### src/logic/dualIsaPkg.sv
package dualIsaPkg;

  // one fetched word, read as RV32I or as ARMv4
  typedef union packed {
    struct packed {
      logic [6:0] funct7;
      logic [4:0] rs2;
      logic [4:0] rs1;
      logic [2:0] funct3;
      logic [4:0] rd;
      logic [6:0] opcode;
    } rv;
    struct packed {
      logic [3:0]  cond;
      logic [1:0]  op;
      logic [5:0]  funct;  // I, cmd/PUBWL, S
      logic [3:0]  rn;
      logic [3:0]  rd;
      logic [11:0] src2;
    } arm;
  } instrWord;

  // RV32I major opcodes
  localparam logic [6:0] opLoad   = 7'b0000011;
  localparam logic [6:0] opStore  = 7'b0100011;
  localparam logic [6:0] opRtype  = 7'b0110011;
  localparam logic [6:0] opBranch = 7'b1100011;
  localparam logic [6:0] opItype  = 7'b0010011;
  localparam logic [6:0] opJal    = 7'b1101111;
  localparam logic [6:0] opLui    = 7'b0110111;
  localparam logic [6:0] opAuipc  = 7'b0010111;

  // ARM op field, bits 27:26
  localparam logic [1:0] armOpDp     = 2'b00;
  localparam logic [1:0] armOpMem    = 2'b01;
  localparam logic [1:0] armOpBranch = 2'b10;

  // ALU control, common to both ISAs
  localparam logic [3:0] aluAdd = 4'b0000;
  localparam logic [3:0] aluSub = 4'b0001;
  localparam logic [3:0] aluAnd = 4'b0010;
  localparam logic [3:0] aluOr  = 4'b0011;
  localparam logic [3:0] aluXor = 4'b0100;
  localparam logic [3:0] aluSlt = 4'b0101;

  // immediate formats, RISC-V codes below the ARM ones
  localparam logic [2:0] immRvI   = 3'd0;
  localparam logic [2:0] immRvS   = 3'd1;
  localparam logic [2:0] immRvB   = 3'd2;
  localparam logic [2:0] immRvJ   = 3'd3;
  localparam logic [2:0] immRvU   = 3'd4;
  localparam logic [2:0] immArm8  = 3'd5;
  localparam logic [2:0] immArm12 = 3'd6;
  localparam logic [2:0] immArm24 = 3'd7;

  // writeback source
  localparam logic [1:0] resAlu     = 2'd0;
  localparam logic [1:0] resMem     = 2'd1;
  localparam logic [1:0] resPcPlus4 = 2'd2;

  localparam logic [3:0] pcRegAddr   = 4'd15;  // r15 is the ARM PC
  localparam logic [1:0] memSizeWord = 2'd2;   // log2 of 4 bytes

endpackage

### src/logic/armDecoder.sv
module armDecoder import dualIsaPkg::*; (
  input  instrWord   instr,
  output logic       legal,
  output logic       regWrite,
  output logic       memWrite,
  output logic       aluSrc,
  output logic       branch,
  output logic       memToReg,
  output logic       pcSrc,
  output logic [1:0] flagWrite,
  output logic [1:0] regSrc,
  output logic [2:0] immSrc,
  output logic [3:0] aluControl
);

  logic [10:0] controls;
  logic        aluOp;
  logic        condOk;
  logic        mainOk;
  logic        aluOk;
  logic        arith;

  assign condOk = (instr.arm.cond != 4'b1111);  // unconditional space not supported

  always_comb begin
    mainOk = 1'b1;
    // regSrc immSrc aluSrc memToReg regWrite memWrite branch aluOp
    case (instr.arm.op)
      armOpDp: begin
        if (instr.arm.funct[5])
          controls = {2'b00, immArm8, 1'b1, 1'b0, 1'b1, 1'b0, 1'b0, 1'b1};  // rotated imm
        else
          controls = {2'b00, immArm8, 1'b0, 1'b0, 1'b1, 1'b0, 1'b0, 1'b1};  // register form
      end
      armOpMem: begin
        if (instr.arm.funct[0])
          controls = {2'b00, immArm12, 1'b1, 1'b1, 1'b1, 1'b0, 1'b0, 1'b0};  // LDR
        else
          controls = {2'b10, immArm12, 1'b1, 1'b0, 1'b0, 1'b1, 1'b0, 1'b0};  // STR reads rd
        mainOk = !instr.arm.funct[5] && !instr.arm.funct[2];  // imm offset, word size
      end
      armOpBranch: begin
        controls = {2'b01, immArm24, 1'b1, 1'b0, 1'b0, 1'b0, 1'b1, 1'b0};  // base is PC
        mainOk   = (instr.arm.funct[5:4] == 2'b10);  // B without link
      end
      default: begin
        controls = '0;
        mainOk   = 1'b0;
      end
    endcase
  end

  assign {regSrc, immSrc, aluSrc, memToReg, regWrite, memWrite, branch, aluOp} = controls;

  always_comb begin
    aluOk      = 1'b1;
    arith      = 1'b0;
    aluControl = aluAdd;  // address math for LDR, STR and B
    flagWrite  = 2'b00;
    if (aluOp) begin
      case (instr.arm.funct[4:1])
        4'b0100: begin
          aluControl = aluAdd;
          arith      = 1'b1;
        end
        4'b0010: begin
          aluControl = aluSub;
          arith      = 1'b1;
        end
        4'b0000: aluControl = aluAnd;
        4'b1100: aluControl = aluOr;
        default: aluOk = 1'b0;
      endcase
      flagWrite[1] = instr.arm.funct[0];          // N and Z on any S
      flagWrite[0] = instr.arm.funct[0] & arith;  // C and V for add/sub
    end
  end

  assign pcSrc = (instr.arm.rd == pcRegAddr) & regWrite;
  assign legal = condOk & mainOk & aluOk;

endmodule

### src/logic/decodeExecReg.sv
module decodeExecReg (
  input  logic        clk,
  input  logic        rstN,
  input  logic        stall,
  input  logic        issue,
  input  logic        illegal,
  input  logic        armMode,
  input  logic        regWrite,
  input  logic        memWrite,
  input  logic        aluSrc,
  input  logic        branch,
  input  logic        jump,
  input  logic        pcRel,
  input  logic        pcSrc,
  input  logic [1:0]  resultSrc,
  input  logic [1:0]  flagWrite,
  input  logic [1:0]  regSrc,
  input  logic [2:0]  immSrc,
  input  logic [3:0]  aluControl,
  input  logic [4:0]  ra1,
  input  logic [4:0]  ra2,
  input  logic [4:0]  wa,
  input  logic [31:0] immExt,
  output logic        illegalE,
  output logic        armModeE,
  output logic        regWriteE,
  output logic        memWriteE,
  output logic        aluSrcE,
  output logic        branchE,
  output logic        jumpE,
  output logic        pcRelE,
  output logic        pcSrcE,
  output logic [1:0]  resultSrcE,
  output logic [1:0]  flagWriteE,
  output logic [1:0]  regSrcE,
  output logic [2:0]  immSrcE,
  output logic [3:0]  aluControlE,
  output logic [4:0]  ra1E,
  output logic [4:0]  ra2E,
  output logic [4:0]  waE,
  output logic [31:0] immExtE
);

  always_ff @(posedge clk or negedge rstN) begin
    if (!rstN) begin
      {illegalE, armModeE, regWriteE, memWriteE, aluSrcE, branchE} <= '0;
      {jumpE, pcRelE, pcSrcE, resultSrcE, flagWriteE} <= '0;
      {regSrcE, immSrcE, aluControlE} <= '0;
    end else if (!stall) begin
      illegalE    <= illegal;
      armModeE    <= armMode;
      regWriteE   <= regWrite & issue;  // state-changing controls drop to a bubble
      memWriteE   <= memWrite & issue;
      branchE     <= branch & issue;
      jumpE       <= jump & issue;
      pcSrcE      <= pcSrc & issue;
      flagWriteE  <= issue ? flagWrite : 2'b00;
      aluSrcE     <= aluSrc;
      pcRelE      <= pcRel;
      resultSrcE  <= resultSrc;
      regSrcE     <= regSrc;
      immSrcE     <= immSrc;
      aluControlE <= aluControl;
    end
  end

  always_ff @(posedge clk) begin
    if (!stall) begin
      ra1E    <= ra1;
      ra2E    <= ra2;
      waE     <= wa;
      immExtE <= immExt;
    end
  end

  assert property (@(posedge clk) disable iff (!rstN) !(memWriteE && regWriteE))
    else $error("decodeExecReg: store also writes a register");

endmodule

### src/logic/dualIsaDecode.sv
module dualIsaDecode (
  input  logic        clk,
  input  logic        rstN,
  input  logic [31:0] instr,
  input  logic        instrValid,
  input  logic        flush,
  input  logic        stall,
  output logic        illegalE,
  output logic        armModeE,
  output logic        regWriteE,
  output logic        memWriteE,
  output logic        aluSrcE,
  output logic        branchE,
  output logic        jumpE,
  output logic        pcRelE,
  output logic        pcSrcE,
  output logic [1:0]  resultSrcE,
  output logic [1:0]  flagWriteE,
  output logic [1:0]  regSrcE,
  output logic [2:0]  immSrcE,
  output logic [3:0]  aluControlE,
  output logic [4:0]  ra1E,
  output logic [4:0]  ra2E,
  output logic [4:0]  waE,
  output logic [31:0] immExtE
);

  logic       rvLegal, rvRegWrite, rvMemWrite, rvAluSrc, rvBranch, rvJump, rvPcRel;
  logic [1:0] rvResultSrc;
  logic [2:0] rvImmSrc;
  logic [3:0] rvAluControl;

  logic       armLegal, armRegWrite, armMemWrite, armAluSrc, armBranch;
  logic       armMemToReg, armPcSrc;
  logic [1:0] armFlagWrite, armRegSrc;
  logic [2:0] armImmSrc;
  logic [3:0] armAluControl;

  logic        armMode, issue, illegal;
  logic        regWrite, memWrite, aluSrc, branch, jump, pcRel, pcSrc;
  logic [1:0]  resultSrc, flagWrite, regSrc;
  logic [2:0]  immSrc;
  logic [3:0]  aluControl;
  logic [4:0]  ra1, ra2, wa;
  logic [31:0] immExt;

  rvDecoder i_rvDecoder (
    .instr(instr), .legal(rvLegal), .regWrite(rvRegWrite), .memWrite(rvMemWrite),
    .aluSrc(rvAluSrc), .branch(rvBranch), .jump(rvJump), .pcRel(rvPcRel),
    .resultSrc(rvResultSrc), .immSrc(rvImmSrc), .aluControl(rvAluControl)
  );

  armDecoder i_armDecoder (
    .instr(instr), .legal(armLegal), .regWrite(armRegWrite), .memWrite(armMemWrite),
    .aluSrc(armAluSrc), .branch(armBranch), .memToReg(armMemToReg), .pcSrc(armPcSrc),
    .flagWrite(armFlagWrite), .regSrc(armRegSrc), .immSrc(armImmSrc),
    .aluControl(armAluControl)
  );

  isaSelect i_isaSelect (.*);  // both bundles arrive under their own prefixes

  operandExtract i_operandExtract (.*);

  decodeExecReg i_decodeExecReg (.*);

endmodule

### src/logic/isaSelect.sv
module isaSelect import dualIsaPkg::*; (
  input  logic       clk,
  input  logic       rstN,
  input  logic       instrValid,
  input  logic       flush,
  input  logic       stall,
  input  logic       rvLegal,
  input  logic       rvRegWrite,
  input  logic       rvMemWrite,
  input  logic       rvAluSrc,
  input  logic       rvBranch,
  input  logic       rvJump,
  input  logic       rvPcRel,
  input  logic [1:0] rvResultSrc,
  input  logic [2:0] rvImmSrc,
  input  logic [3:0] rvAluControl,
  input  logic       armLegal,
  input  logic       armRegWrite,
  input  logic       armMemWrite,
  input  logic       armAluSrc,
  input  logic       armBranch,
  input  logic       armMemToReg,
  input  logic       armPcSrc,
  input  logic [1:0] armFlagWrite,
  input  logic [1:0] armRegSrc,
  input  logic [2:0] armImmSrc,
  input  logic [3:0] armAluControl,
  output logic       armMode,
  output logic       issue,
  output logic       illegal,
  output logic       regWrite,
  output logic       memWrite,
  output logic       aluSrc,
  output logic       branch,
  output logic       jump,
  output logic       pcRel,
  output logic       pcSrc,
  output logic [1:0] resultSrc,
  output logic [1:0] flagWrite,
  output logic [1:0] regSrc,
  output logic [2:0] immSrc,
  output logic [3:0] aluControl
);

  logic modeQ;       // ISA of the last accepted word
  logic decodeLive;

  assign decodeLive = instrValid & ~flush;

  // a word legal in one ISA only picks that ISA, otherwise the mode stays
  always_comb begin
    armMode = modeQ;
    if (decodeLive) begin
      case ({rvLegal, armLegal})
        2'b10:   armMode = 1'b0;
        2'b01:   armMode = 1'b1;
        default: armMode = modeQ;
      endcase
    end
  end

  always_ff @(posedge clk or negedge rstN) begin
    if (!rstN)
      modeQ <= 1'b0;  // start in RISC-V
    else if (instrValid && !stall)
      modeQ <= armMode;
  end

  assign issue   = decodeLive & (rvLegal | armLegal);
  assign illegal = decodeLive & ~rvLegal & ~armLegal;

  always_comb begin
    if (armMode) begin
      regWrite   = armRegWrite;
      memWrite   = armMemWrite;
      aluSrc     = armAluSrc;
      branch     = armBranch;
      jump       = 1'b0;
      pcRel      = 1'b0;
      pcSrc      = armPcSrc;
      resultSrc  = armMemToReg ? resMem : resAlu;  // no link result in the subset
      flagWrite  = armFlagWrite;
      regSrc     = armRegSrc;
      immSrc     = armImmSrc;
      aluControl = armAluControl;
    end else begin
      regWrite   = rvRegWrite;
      memWrite   = rvMemWrite;
      aluSrc     = rvAluSrc;
      branch     = rvBranch;
      jump       = rvJump;
      pcRel      = rvPcRel;
      pcSrc      = 1'b0;
      resultSrc  = rvResultSrc;
      flagWrite  = 2'b00;  // RISC-V has no flags
      regSrc     = 2'b00;
      immSrc     = rvImmSrc;
      aluControl = rvAluControl;
    end
  end

  assert property (@(posedge clk) disable iff (!rstN) !$isunknown(armMode))
    else $error("isaSelect: ISA mode unknown");

  assert property (@(posedge clk) disable iff (!rstN)
                   issue |-> (armMode ? armLegal : rvLegal))
    else $error("isaSelect: issued word not legal in the chosen ISA");

endmodule

### src/logic/operandExtract.sv
module operandExtract import dualIsaPkg::*; (
  input  instrWord    instr,
  input  logic [2:0]  immSrc,
  input  logic [1:0]  regSrc,
  output logic [4:0]  ra1,
  output logic [4:0]  ra2,
  output logic [4:0]  wa,
  output logic [31:0] immExt
);

  logic armFormat;

  // the format codes already tell the two ISAs apart
  assign armFormat = immSrc inside {immArm8, immArm12, immArm24};

  always_comb begin
    case (immSrc)
      immRvI:   immExt = {{20{instr[31]}}, instr.rv.funct7, instr.rv.rs2};
      immRvS:   immExt = {{20{instr[31]}}, instr.rv.funct7, instr.rv.rd};
      immRvB:   immExt = {{20{instr[31]}}, instr[7], instr[30:25], instr[11:8], 1'b0};
      immRvJ:   immExt = {{12{instr[31]}}, instr[19:12], instr[20], instr[30:21], 1'b0};
      immRvU:   immExt = {instr[31:12], 12'b0};
      immArm8:  immExt = {24'b0, instr.arm.src2[7:0]};  // rotate field ignored
      immArm12: immExt = {20'b0, instr.arm.src2};
      immArm24: immExt = {{6{instr[23]}}, instr[23:0], 2'b00};  // word offset to bytes
      default:  immExt = 32'b0;
    endcase
  end

  always_comb begin
    if (armFormat) begin
      ra1 = {1'b0, regSrc[0] ? pcRegAddr : instr.arm.rn};
      ra2 = {1'b0, regSrc[1] ? instr.arm.rd : instr.arm.src2[3:0]};  // STR data from rd
      wa  = {1'b0, instr.arm.rd};
    end else begin
      ra1 = instr.rv.rs1;
      ra2 = instr.rv.rs2;
      wa  = instr.rv.rd;
    end
  end

endmodule

### src/logic/rvDecoder.sv
module rvDecoder import dualIsaPkg::*; (
  input  instrWord   instr,
  output logic       legal,
  output logic       regWrite,
  output logic       memWrite,
  output logic       aluSrc,
  output logic       branch,
  output logic       jump,
  output logic       pcRel,
  output logic [1:0] resultSrc,
  output logic [2:0] immSrc,
  output logic [3:0] aluControl
);

  logic [12:0] controls;
  logic [1:0]  aluOp;
  logic        mainOk;
  logic        funct3Ok;
  logic        aluOk;
  logic        rtypeSub;
  logic        listedWord;

  assign rtypeSub = instr.rv.opcode[5] & instr.rv.funct7[5];  // R-type only, never subi

  always_comb begin
    mainOk   = 1'b1;
    funct3Ok = 1'b1;
    // regWrite immSrc aluSrc memWrite resultSrc branch aluOp jump pcRel
    case (instr.rv.opcode)
      opLoad: begin
        controls = {1'b1, immRvI, 1'b1, 1'b0, resMem, 1'b0, 2'b00, 1'b0, 1'b0};
        funct3Ok = (instr.rv.funct3 == {1'b0, memSizeWord});  // lw only
      end
      opStore: begin
        controls = {1'b0, immRvS, 1'b1, 1'b1, resAlu, 1'b0, 2'b00, 1'b0, 1'b0};
        funct3Ok = (instr.rv.funct3 == {1'b0, memSizeWord});  // sw only
      end
      opRtype:  controls = {1'b1, immRvI, 1'b0, 1'b0, resAlu, 1'b0, 2'b10, 1'b0, 1'b0};
      opItype:  controls = {1'b1, immRvI, 1'b1, 1'b0, resAlu, 1'b0, 2'b10, 1'b0, 1'b0};
      opBranch: begin
        controls = {1'b0, immRvB, 1'b0, 1'b0, resAlu, 1'b1, 2'b01, 1'b0, 1'b0};
        funct3Ok = (instr.rv.funct3 == 3'b000);  // beq only
      end
      opJal:    controls = {1'b1, immRvJ, 1'b0, 1'b0, resPcPlus4, 1'b0, 2'b00, 1'b1, 1'b0};
      opLui:    controls = {1'b1, immRvU, 1'b1, 1'b0, resAlu, 1'b0, 2'b00, 1'b0, 1'b0};
      opAuipc:  controls = {1'b1, immRvU, 1'b1, 1'b0, resAlu, 1'b0, 2'b00, 1'b0, 1'b1};
      default: begin
        controls = '0;
        mainOk   = 1'b0;
      end
    endcase
  end

  assign {regWrite, immSrc, aluSrc, memWrite, resultSrc, branch, aluOp, jump, pcRel} = controls;

  always_comb begin
    aluOk = 1'b1;
    case (aluOp)
      2'b00: aluControl = aluAdd;  // address and upper-immediate math
      2'b01: aluControl = aluSub;  // beq compare
      default: begin
        case (instr.rv.funct3)
          3'b000:  aluControl = rtypeSub ? aluSub : aluAdd;
          3'b010:  aluControl = aluSlt;
          3'b100:  aluControl = aluXor;
          3'b110:  aluControl = aluOr;
          3'b111:  aluControl = aluAnd;
          default: begin
            aluControl = aluAdd;
            aluOk      = 1'b0;  // shifts and sltu are not in the subset
          end
        endcase
      end
    endcase
  end

  assign legal = mainOk & funct3Ok & aluOk;

  // independent list of the supported subset, checked against the tables above
  always_comb begin
    case (instr.rv.opcode)
      opLoad, opStore:  listedWord = (instr.rv.funct3 == 3'b010);
      opRtype, opItype: listedWord = instr.rv.funct3 inside {3'b000, 3'b010, 3'b100,
                                                              3'b110, 3'b111};
      opBranch:         listedWord = (instr.rv.funct3 == 3'b000);
      opJal, opLui, opAuipc: listedWord = 1'b1;
      default:          listedWord = 1'b0;
    endcase
    assert final (!listedWord || legal)
      else $error("rvDecoder: supported word %h flagged illegal", instr);
  end

endmodule

### config.mk
export PLATFORM = sky130hd
export DESIGN_NAME = dualIsaDecode
export DESIGN_NICKNAME = d
export VERILOG_FILES = /design/src/logic/dualIsaPkg.sv /design/src/logic/armDecoder.sv /design/src/logic/decodeExecReg.sv /design/src/logic/dualIsaDecode.sv /design/src/logic/isaSelect.sv /design/src/logic/operandExtract.sv /design/src/logic/rvDecoder.sv
export SDC_FILE = /design/constraint.sdc
export NUM_CORES = 1
export LEC_CHECK = 0
export ABC_AREA = 0
export BUFFER_PORTS_ARGS = -buffer_cell sky130_fd_sc_hd__buf_2
export CORE_MARGIN = 5
export CORE_UTILIZATION = 43
export DETAILED_ROUTE_END_ITERATION = 8
export MAX_ROUTING_LAYER = met4
export PLACE_DENSITY = 0.69
export SLEW_MARGIN = 20
export SYNTH_ARGS = -nofsm -noshare
export SYNTH_HDL_FRONTEND = slang
export SYNTH_SLANG_ARGS = --single-unit
### constraint.sdc
create_clock -name clk -period 2.7 [get_ports clk]
set_clock_uncertainty 0.2 [all_clocks]
set_input_delay 0.135 -clock clk [delete_from_list [all_inputs] [get_ports clk]]
set_output_delay 0.135 -clock clk [all_outputs]
set_load 0.05 [all_outputs]
==> reports/qor.csv, run 1 <==
metric;value;unit
Root Buffer;clkbuf_8;
Initial Utilization;0.437;
cell breakdown of the critical path;buf_8, nand2_4, or4b_4, a21oi_2, nor2_1, o21ai_2, ha_4, nor3b_4, mux2i_4, buf_12, mux2i_4, nor2_2, buf_4, or3b_1, a31oi_2;
initial antenna violation count;0;
largest family of logic cells by synthesized area;compound AO/OA/AOI/OAI gates;
CTS tree;done;
CP Class;in2reg;
Yosys warning total;0;
DRT Pass-1 Iters;5;
Slew headroom;0.512;
global-route wire length before repair;19.3;mm
Worst path max stage delay;0.55;ns
worst setup margin;-0.582;ns
Die X;104;µm
Synth Area in Adders;0.0265;
core area;8640;µm²
Syn Nets;398;
CP max FO;8;
CP Launch Type;input pin;
Reg clk slew, reported paths;0.08;ns
number of buffers created by CTS;9;
Crit path top cell by count;mux2i_4;
register area share after synthesis;0.519;
vias in the first global route;3746;
layout cells sized above 1;0.479;
Avg Inst Size Synth;10.7;µm²
Avg WL per Cell;18.8;µm
clk buf depth;2;
Async SR Flop Fraction;0.319;
buffers added on ports;104;
Clk network pwr share;0.231;
Hold Fails Final Rpt;0;
row cnt;34;
failing checks;negative setup slack;
Crit path required time;2.68;ns
via count;3676;
Max rail drop VDD;349;µV
GPL Wtd Cong;0.925;
CTS sink cnt;69;
Min-Delay Path Class;in2reg;
# IOs;106;
Crit. End Element;flip-flop;
Seq cells post-synth;69;
status;finished, violations left;
Detail Placement HPWL;8.88;mm
Pwr Density;709;nW/µm²
Worst EP arrival;3.27;ns
most common cell after layout, fill and taps aside;buf_2;
antenna viol nets, final;0;
Total Power;4010;µW
gr usage total;0.227;
WL final;12.4;mm
RSZ-0062 raised after global routing;yes;
Top delay family on crit path;simple AND/OR/NAND/NOR gates;
Post-Synthesis Cell Area;3780;µm²
1st-iter DRT viols;281;
switching power;1540;µW
Switching Share;0.384;
grt total ovfl;0;
Finished Core Util;0.655;
number of flops mapped to enable cells by yosys;47;
residual DRC count;0;
Tcrit/Tclk final;1.22;
Reg power frac;0.344;
Setup-failing EPs final;54;
Fmax;305;MHz
Simple-Gate Fraction of Synth Area;0.143;
Synth Area in XOR/XNOR;0.00927;
most frequent cells in the layout;99 x buf_2, 78 x buf_4, 47 x edfxtp_1, 40 x nand2_1, 24 x o21ai_0;
prevailing post-synth register cell;edfxtp_1;
leakage dissipation;0.00253;µW
Die Footprint;10800;µm²
Vias/cell;5.58;
Distinct cells, synth;55;
Slew Limit Fails;0;
largest net degree at the start of global routing;32;
combinational share of power;0.425;
Worst-Margin Slew;0.732;ns
Die Y;104;µm
H-Tree Depth;3;
Int Power;2470;µW
compound-cell area share of the yosys netlist;0.170;
Final Net Count;591;
max-cap violation count;0;
synthesis-to-finish area growth;49.7;%
WP buf/inv;3;
ANT cells;0;
Final min period;3.28;ns
multiplexer area fraction after synthesis;0.0931;
Skew-Pair Late Insertion Delay;0.35;ns
slowest cell on the critical path;or4b_4;
Worst Hold Slack;0.0314;ns
Post-Synthesis Cells;353;
metal layers:
layer,global-route usage,vias to the layer above,part of all wire
li1,-,1700,-
met2,0.370,160,0.49
met1,0.280,1794,0.41
met4,0.0786,0,0.023
met5,-,-,0
met3,0.0504,22,0.068
path summary, 6_finish.rpt:
| path | startpoint | end | slack, ns | cells after the start |
|---|---|---|---|---|
| worst min register to register | i_decodeExecReg.regSrcE[1] | i_decodeExecReg.regSrcE[1] | 0.29 | 2 |
| min in group asynchronous | rstN | i_decodeExecReg.pcSrcE | 0.09 | 2 |
| worst max register to register | i_isaSelect.modeQ | i_decodeExecReg.immExtE[5] | 0.45 | 7 |
| worst max-delay path | instr[0] | i_decodeExecReg.immExtE[5] | -0.58 | 15 |
| worst min-delay path | instr[31] | i_decodeExecReg.immExtE[31] | 0.03 | 4 |
| max in group asynchronous | rstN | i_decodeExecReg.resultSrcE[1] | 1.87 | 2 |
synth_stat cells (4+ instances only):
| cell type | count | area share |
|---|---|---|
| nand2b_1 | 4 | 0.0066 |
| inv_1 | 9 | 0.0089 |
| buf_2 | 4 | 0.0053 |
| a221oi_1 | 5 | 0.012 |
| nor2_1 | 25 | 0.025 |
| mux2_2 | 12 | 0.036 |
| a21oi_1 | 20 | 0.026 |
| dfrtp_1 | 22 | 0.15 |
| mux2i_1 | 12 | 0.032 |
| nand3_1 | 7 | 0.0093 |
| and2_1 | 5 | 0.0083 |
| nor3_1 | 5 | 0.0066 |
| a22o_1 | 5 | 0.012 |
| nand2_1 | 41 | 0.041 |
| a221o_1 | 9 | 0.024 |
| ha_1 | 8 | 0.026 |
| clkbuf_1 | 20 | 0.020 |
| a32oi_1 | 4 | 0.0093 |
| o21ai_0 | 35 | 0.046 |
| edfxtp_1 | 47 | 0.37 |
| a31oi_1 | 4 | 0.0066 |
state kept, by name, summed over array words and instances (netlist names):
signal,cells
i_decodeExecReg.immExtE,32
i_decodeExecReg.ra1E,5
i_decodeExecReg.ra2E,5
i_decodeExecReg.waE,5
i_decodeExecReg.aluControlE,3
i_decodeExecReg.immSrcE,3
i_decodeExecReg.flagWriteE,2
i_decodeExecReg.regSrcE,2
i_decodeExecReg.resultSrcE,2
i_decodeExecReg.aluSrcE,1
i_decodeExecReg.armModeE,1
i_decodeExecReg.branchE,1
i_decodeExecReg.illegalE,1
i_decodeExecReg.jumpE,1
i_decodeExecReg.memWriteE,1
i_decodeExecReg.pcRelE,1
i_decodeExecReg.pcSrcE,1
i_decodeExecReg.regWriteE,1
i_isaSelect.modeQ,1
layout make-up:
class,count,area (µm²)
clock inverters,5,85.1
repair buffers,208,1430
clock buffers,11,131
well taps,108,135
flip-flops and latches,69,1960
fillers,696,2980
inverters,10,37.5
multi-input cells,248,1870
worst register-to-register path: stages, from the launching register on:
cell     delay [ns]
dfrtp_1        0.43
mux2i_4        0.20
buf_12         0.17
mux2i_4        0.26
nor2_2         0.08
buf_4          0.17
or3b_1         0.38
a31oi_2        0.21
metrics by stage:
step | std cells | TNS (ns) | setup slack (ns) | instance area [µm²]
after floorplan | 353 | -43.37 | -1.01 | 3860
after CTS | 652 | -23.74 | -0.570 | 5450
after global placement | 612 | -47.51 | -0.941 | 4910
after detailed placement | 612 | -53.14 | -1.04 | 4910
after global routing | 659 | -30.63 | -0.717 | 5650
final | 659 | -22.98 | -0.582 | 5650
power by group through the flow:
| stage | sequential, µW | clock (µW) | combinational, µW |
|---|---|---|---|
| after floorplan | 1900 | 0 | 550 |
| final | 1380 | 925 | 1700 |
| after global placement | 1390 | 0 | 1490 |
| after global routing | 1390 | 985 | 1800 |
| after detailed placement | 1400 | 0 | 1520 |
| after CTS | 1380 | 941 | 1600 |
what timing repair did:
action,in CTS,in global routing
gates resized for setup,23,39
endpoints found under the setup margin,61,64
buffers inserted,8,7
endpoints found under the hold margin,44,0
hold buffers,16,0
pin swaps,15,19
kinds of logic after synthesis:
logic type               after synthesis
AO/OA/AOI/OAI                         97
XOR/XNOR                               4
other                                  1
multiplexers                          29
flip-flops                            69
AND/OR/NAND/NOR                      109
adder cells (fa/ha/maj)                8
buffers and inverters                 36
Note: power is estimated with default switching activity, not from simulation.
==> run 2, diff against run 1 <==
- CORE_ASPECT_RATIO: unset -> 1.2
==> run 2 against run 1 <==
Against the previous run: the flow still finishes with violations (negative setup slack); register-to-register slack hardly changed; first-iteration DRC count is 11% higher; clock power is 31% higher; critical path depth is 2 lower; largest cell class unchanged; utilization is 4.4 points higher; global-route usage is 2.0 points higher; clock-buffer cell count is 1 lower; fmax is 0.52% lower; worst hold slack worse by 0.019 ns; via count is 4.1% higher; routed wire length is 4.1% higher.
==> reports/qor.csv, run 2 (synthesized netlist as in run 1, its figures left out) <==
metric;value;unit;change
Die X;95.6;µm;-7.9%
Root Buffer;clkbuf_8;;
GPL Wtd Cong;0.923;;-0.15%
CP Launch Type;input pin;;
Final min period;3.30;ns;+0.0170 ns
1st-iter DRT viols;313;;+11%
residual DRC count;0;;unchanged
Cell Count Post-Placement;620;;+1.3%
H-Tree Depth;3;;unchanged
# IOs;106;;unchanged
Initial Utilization;0.441;;+0.00364
max-cap violation count;0;;unchanged
Crit path required time;2.61;ns;-0.07 ns
Skew-Pair Late Insertion Delay;0.36;ns;about the same
Setup-failing EPs final;65;;+20%
row cnt;37;;+8.8%
initial antenna violation count;0;;unchanged
Clk network pwr share;0.270;;+0.039
max FFs per register;32;;unchanged
Slew headroom;0.569;;+0.0570
core area;8560;µm²;-0.83%
status;finished, violations left;;
clk buf depth;2;;unchanged
leakage dissipation;0.00271;µW;+7.2%
Crit. End Element;flip-flop;;
Pwr Density;750;nW/µm²;+5.8%
largest register by flop count;i_decodeExecReg.immExtE;;
Worst EP arrival;3.21;ns;-0.06 ns
dpl cell area;4920;µm²;about the same
Switching Share;0.361;;-0.0238
Tcrit/Tclk final;1.22;;+0.00631
Int Power;2870;µW;+16%
WP buf/inv;2;;-1
gr usage total;0.247;;+0.0201
CP max FO;8;;unchanged
number of buffers created by CTS;9;;unchanged
Max rail drop VDD;325;µV;-6.8%
grt total ovfl;0;;unchanged
DR WL met2;6.45;mm;+4.9%
Worst path max stage delay;0.48;ns;-0.07 ns
Worst-Margin Slew;0.646;ns;-0.0854 ns
Worst Hold Slack;0.0120;ns;-0.0193 ns
Reg power frac;0.306;;-0.038
DRT Pass-1 Iters;5;;unchanged
slowest cell on the critical path;or4b_4;;
Die Footprint;10800;µm²;about the same
combinational share of power;0.424;;about the same
antenna viol nets, final;0;;unchanged
Hold Fails Final Rpt;0;;unchanged
Top delay family on crit path;multiplexers;;
synthesis-to-finish area growth;58.4;%;
post-route cell area;5980;µm²;+5.9%
worst setup margin;-0.599;ns;-0.0170 ns
Avg WL per Cell;18.9;µm;+0.28%
switching power;1620;µW;+5.1%
cell breakdown of the critical path;buf_8, nor2_4, or4b_4, a21oi_2, nor2_1, o21ai_2, ha_4, nor3b_4, mux2i_4, buf_6, mux2i_4, mux2_4, a221o_1;;
non-filler instance count after layout;684;;+3.8%
Detail Placement HPWL;8.68;mm;-2.3%
CTS sink cnt;69;;unchanged
Slew Limit Fails;0;;unchanged
Vias/cell;5.60;;+0.30%
via count;3827;;+4.1%
dpl ws;-1.08;ns;-0.0438 ns
CTS tree;done;;
CP Class;in2reg;;
ANT cells;0;;unchanged
Min-Delay Path Class;in2reg;;
Die Y;113;µm;+8.6%
Fmax;303;MHz;-0.52%
most frequent cells in the layout;100 x buf_2, 79 x buf_4, 47 x edfxtp_1, 38 x nand2_1, 27 x buf_6;;
failing checks;negative setup slack;;
Post-Route M1 WL;4.92;mm;-4.3%
RSZ-0062 raised after global routing;yes;;
largest net degree at the start of global routing;31;;-3.1%
Final TNS setup;-27.65;ns;-4.66 ns
buffers added on ports;104;;unchanged
most common cell after layout, fill and taps aside;buf_2;;
DR WL met3;962;µm;+15%
vias in the first global route;3832;;+2.3%
Final Net Count;607;;+2.7%
global-route wire length before repair;19.6;mm;+1.5%
Reg clk slew, reported paths;0.07;ns;about the same
layout cells sized above 1;0.508;;+0.0288
Crit path top cell by count;mux2i_4;;
WL final;12.9;mm;+4.1%
top sig layer;met4;;
run 2: cell count changes in the layout (fill, tap and decap cells not counted), moves of 4 or more:
| cell | delta |
|---|---|
| mux2_4 | +5 |
| buf_6 | +16 |
| a221oi_2 | +4 |
| a221oi_1 | -4 |
| a21oi_1 | -6 |
| a21oi_2 | +6 |
| mux2_2 | -5 |
run 2: timing repair:
item	in CTS	in global routing
setup endpoints to repair	61	67
endpoints found under the hold margin	44	0
hold buffers	16	0
gates resized for setup	87	8
pin swaps	34	11
setup buffers	27	5
gates cloned	1	0
run 2: power by group through the flow:
stage | sequential (µW) | clock (µW) | combinational (µW)
after floorplan | 1900 | 0 | 550
after global placement | 1390 | 0 | 1480
after detailed placement | 1400 | 0 | 1500
after CTS | 1380 | 1200 | 1820
after global routing | 1390 | 1260 | 2000
final | 1370 | 1210 | 1910
run 2: worst min-delay path: stages:
cell and delay, ns:
buf_2 0.13, nand2_1 0.08, a21oi_2 0.07
run 2: layout make-up:
class / instances / area [µm²]
inverter: 10 / 37.5
tap: 117 / 146
sequential: 69 / 1960
multi-input combinational: 248 / 1960
clock buffer: 10 / 128
clock inverter: 6 / 159
timing repair buffer: 224 / 1590
fill: 559 / 2580
run 2: metal layers:
layer  GRT usage  up-vias
met2       0.392      224
met4       0.130        0
met5           -        -
met1       0.291     1813
li1            -     1732
met3      0.0529       58
run 2: final timing paths:
check / to / startpoint / cells past startpoint / slack [ns]
setup / recovery: i_decodeExecReg.immExtE[14] / instr[3] / 13 / -0.60
hold / removal: i_decodeExecReg.immExtE[25] / instr[25] / 3 / 0.01
setup reg to reg: i_decodeExecReg.immExtE[14] / i_isaSelect.modeQ / 5 / 0.44
hold reg to reg: i_decodeExecReg.aluSrcE / i_decodeExecReg.aluSrcE / 2 / 0.29
max in group asynchronous: i_decodeExecReg.immSrcE[2] / rstN / 2 / 1.90
min in group asynchronous: i_decodeExecReg.resultSrcE[0] / rstN / 2 / 0.06
run 2: through the flow:
stage	total power (µW)	util
finish	4490	0.699
global route	4640	0.699
detailed placement	2900	0.574
global placement	2870	0.574
CTS	4400	0.691
floorplan	2450	-
==> run 3, diff against run 2 <==
- CORE_UTILIZATION: 43 -> 53
- PLACE_DENSITY: 0.69 -> 0.82
==> run 3 against run 2 <==
Against the previous run: the flow still finishes with violations (negative setup slack); critical path depth decreased by 1; global-route usage rose by 6.3 points; first-iteration DRC count rose by 130%; largest power group unchanged; power is 2.7% lower; flip-flop and latch count is the same; fmax is 4.1% lower; critical endpoint is now i_decodeExecReg.immExtE[12]; cell area barely moved; combinational power grew 9.9%.
==> reports/qor.csv, run 3 (synthesized netlist as in run 1, its figures left out) <==
metric;value;unit;change
vias in the first global route;3864;;+0.84%
# fillers;310;;-45%
CTS sink cnt;69;;unchanged
max-cap violation count;0;;unchanged
Root Buffer;clkbuf_8;;
global-route wire length before repair;20.1;mm;+2.3%
cell breakdown of the critical path;buf_6, or4_4, nor2_1, a21oi_1, o21ai_2, ha_4, nor3b_4, mux2i_4, buf_12, mux2i_4, mux2_4, a221o_1;;
Fmax;291;MHz;-4.1%
Total Power;4370;µW;-2.7%
Initial Utilization;0.548;;+0.107
WL final;16.5;mm;+28%
Pwr Density;730;nW/µm²;-2.7%
switching power;1830;µW;+13%
H-Tree Depth;3;;unchanged
Die Y;102;µm;-9.0%
Reg power frac;0.317;;+0.011
Worst path max stage delay;0.55;ns;+0.07 ns
Max rail drop VDD;656;µV;+100%
Skew-Pair Late Insertion Delay;0.36;ns;about the same
Slew headroom;0.545;;-0.0231
Hold Fails Final Rpt;0;;unchanged
CTS tree;done;;
number of buffers created by CTS;9;;unchanged
max FFs per register;32;;unchanged
GPL Wtd Cong;0.957;;+3.6%
Worst-Margin Slew;0.681;ns;+0.0346 ns
most frequent cells in the layout;100 x buf_2, 70 x buf_4, 47 x edfxtp_1, 27 x nand2_1, 22 x dfrtp_1;;
Crit path required time;2.62;ns;about the same
residual DRC count;0;;unchanged
Slew Limit Fails;0;;unchanged
Crit. End Element;flip-flop;;
layout cells sized above 1;0.543;;+0.0352
Die Footprint;8920;µm²;-17%
initial antenna violation count;0;;unchanged
clk buf depth;2;;unchanged
RSZ-0062 raised after global routing;yes;;
failing checks;negative setup slack;;
1st-iter DRT viols;730;;+130%
CP Class;in2reg;;
combinational share of power;0.481;;+0.057
worst setup margin;-0.740;ns;-0.141 ns
Switching Share;0.419;;+0.0583
WP buf/inv;2;;unchanged
largest register by flop count;i_decodeExecReg.immExtE;;
Detail Placement HPWL;8.71;mm;+0.40%
status;finished, violations left;;
Vias/cell;6.58;;+18%
largest net degree at the start of global routing;31;;unchanged
Top delay family on crit path;multiplexers;;
row cnt;33;;-11%
antenna viol nets, final;0;;unchanged
leakage dissipation;0.00267;µW;-1.5%
Final TNS setup;-32.59;ns;-4.94 ns
Clk network pwr share;0.202;;-0.068
CP Launch Type;input pin;;
Tcrit/Tclk final;1.27;;+0.0521
Die X;87.1;µm;-8.9%
core area;6900;µm²;-19%
gr usage total;0.310;;+0.0630
# IOs;106;;unchanged
synthesis-to-finish area growth;58.3;%;about the same
DRT Pass-1 Iters;8;;+3
Final min period;3.44;ns;+0.141 ns
most common cell after layout, fill and taps aside;buf_2;;
Reg clk slew, reported paths;0.09;ns;+0.02 ns
Final Net Count;596;;-1.8%
CP max FO;8;;unchanged
grt total ovfl;0;;unchanged
buffers added on ports;104;;unchanged
Worst EP arrival;3.36;ns;+0.15 ns
Avg WL per Cell;25.6;µm;+36%
Crit path top cell by count;mux2i_4;;
Min-Delay Path Class;in2reg;;
slowest cell on the critical path;or4_4;;
Int Power;2540;µW;-12%
via count;4239;;+11%
Setup-failing EPs final;61;;-6.2%
run 3: changes by cell type in the layout (fill, tap and decap cells not counted), moves of 5 or more:
cell,change
o21ai_1,+8
nand2_1,-11
o21ai_0,-11
buf_4,-9
nand2_4,+6
nand2_2,+5
buf_6,-6
run 3: timing repair:
action                     CTS  global route
setup endpoints to repair   58            60
setup buffers               11            16
hold endpoints to repair    42             0
pin swaps                   14            25
gates cloned                 0             0
resized for setup           68            79
hold buffers                15             0
run 3: power groups by stage:
stage	logic, µW	registers, µW	clock network, µW
floorplan	550	1900	0
global placement	1490	1390	0
detailed placement	1520	1400	0
CTS	1740	1370	858
global route	2160	1400	933
finish	2100	1380	882
run 3: through the flow:
step | hold WS (ns) | cell area [µm²] | std cells | util | setup WS (ns)
after global routing | 0.0448 | 5980 | 643 | 0.867 | -0.781
after CTS | 0.00414 | 5600 | 631 | 0.812 | -0.505
final | 0.0424 | 5980 | 644 | 0.867 | -0.740
after global placement | -0.0826 | 4890 | 590 | 0.709 | -0.979
after detailed placement | -0.0745 | 4890 | 590 | 0.709 | -1.04
after floorplan | -0.361 | 3860 | 353 | - | -1.01
run 3: layout make-up:
class                           instances  area (µm²)  share of cell area
Timing Repair Buffer                  213        1540               0.258
Sequential cell                        69        1960               0.328
Antenna cell                            1        2.50            0.000418
Clock inverter                          7        72.6              0.0121
Inverter                               10        37.5             0.00628
Multi-Input combinational cell        248        2130               0.356
Clock buffer                            9         124              0.0207
Tap cell                               87         109              0.0182
run 3: path summary, 6_finish.rpt:
path,startpoint,to,slack (ns),cells past startpoint
setup reg to reg,i_isaSelect.modeQ,i_decodeExecReg.immExtE[12],0.36,5
hold reg to reg,i_decodeExecReg.aluControlE[2],i_decodeExecReg.aluControlE[2],0.30,2
hold / removal,instr[29],i_decodeExecReg.immExtE[9],0.04,4
max in group asynchronous,rstN,i_decodeExecReg.resultSrcE[0],1.88,2
min in group asynchronous,rstN,i_decodeExecReg.resultSrcE[1],0.07,2
setup / recovery,instr[3],i_decodeExecReg.immExtE[12],-0.74,12
run 3: routing by layer:
metal / vias up / routed length (µm) / global-route usage
met2: 411 / 7790 / 0.513
met3: 140 / 1990 / 0.0508
met1: 1963 / 5420 / 0.355
met4: 0 / 1300 / 0.179
li1: 1725 / - / -
met5: - / 0 / -
run 3: worst min-delay path, cell delays in order:
cell and delay, ns:
buf_2 0.10, buf_4 0.13, nand2_1 0.07, o21ai_2 0.07
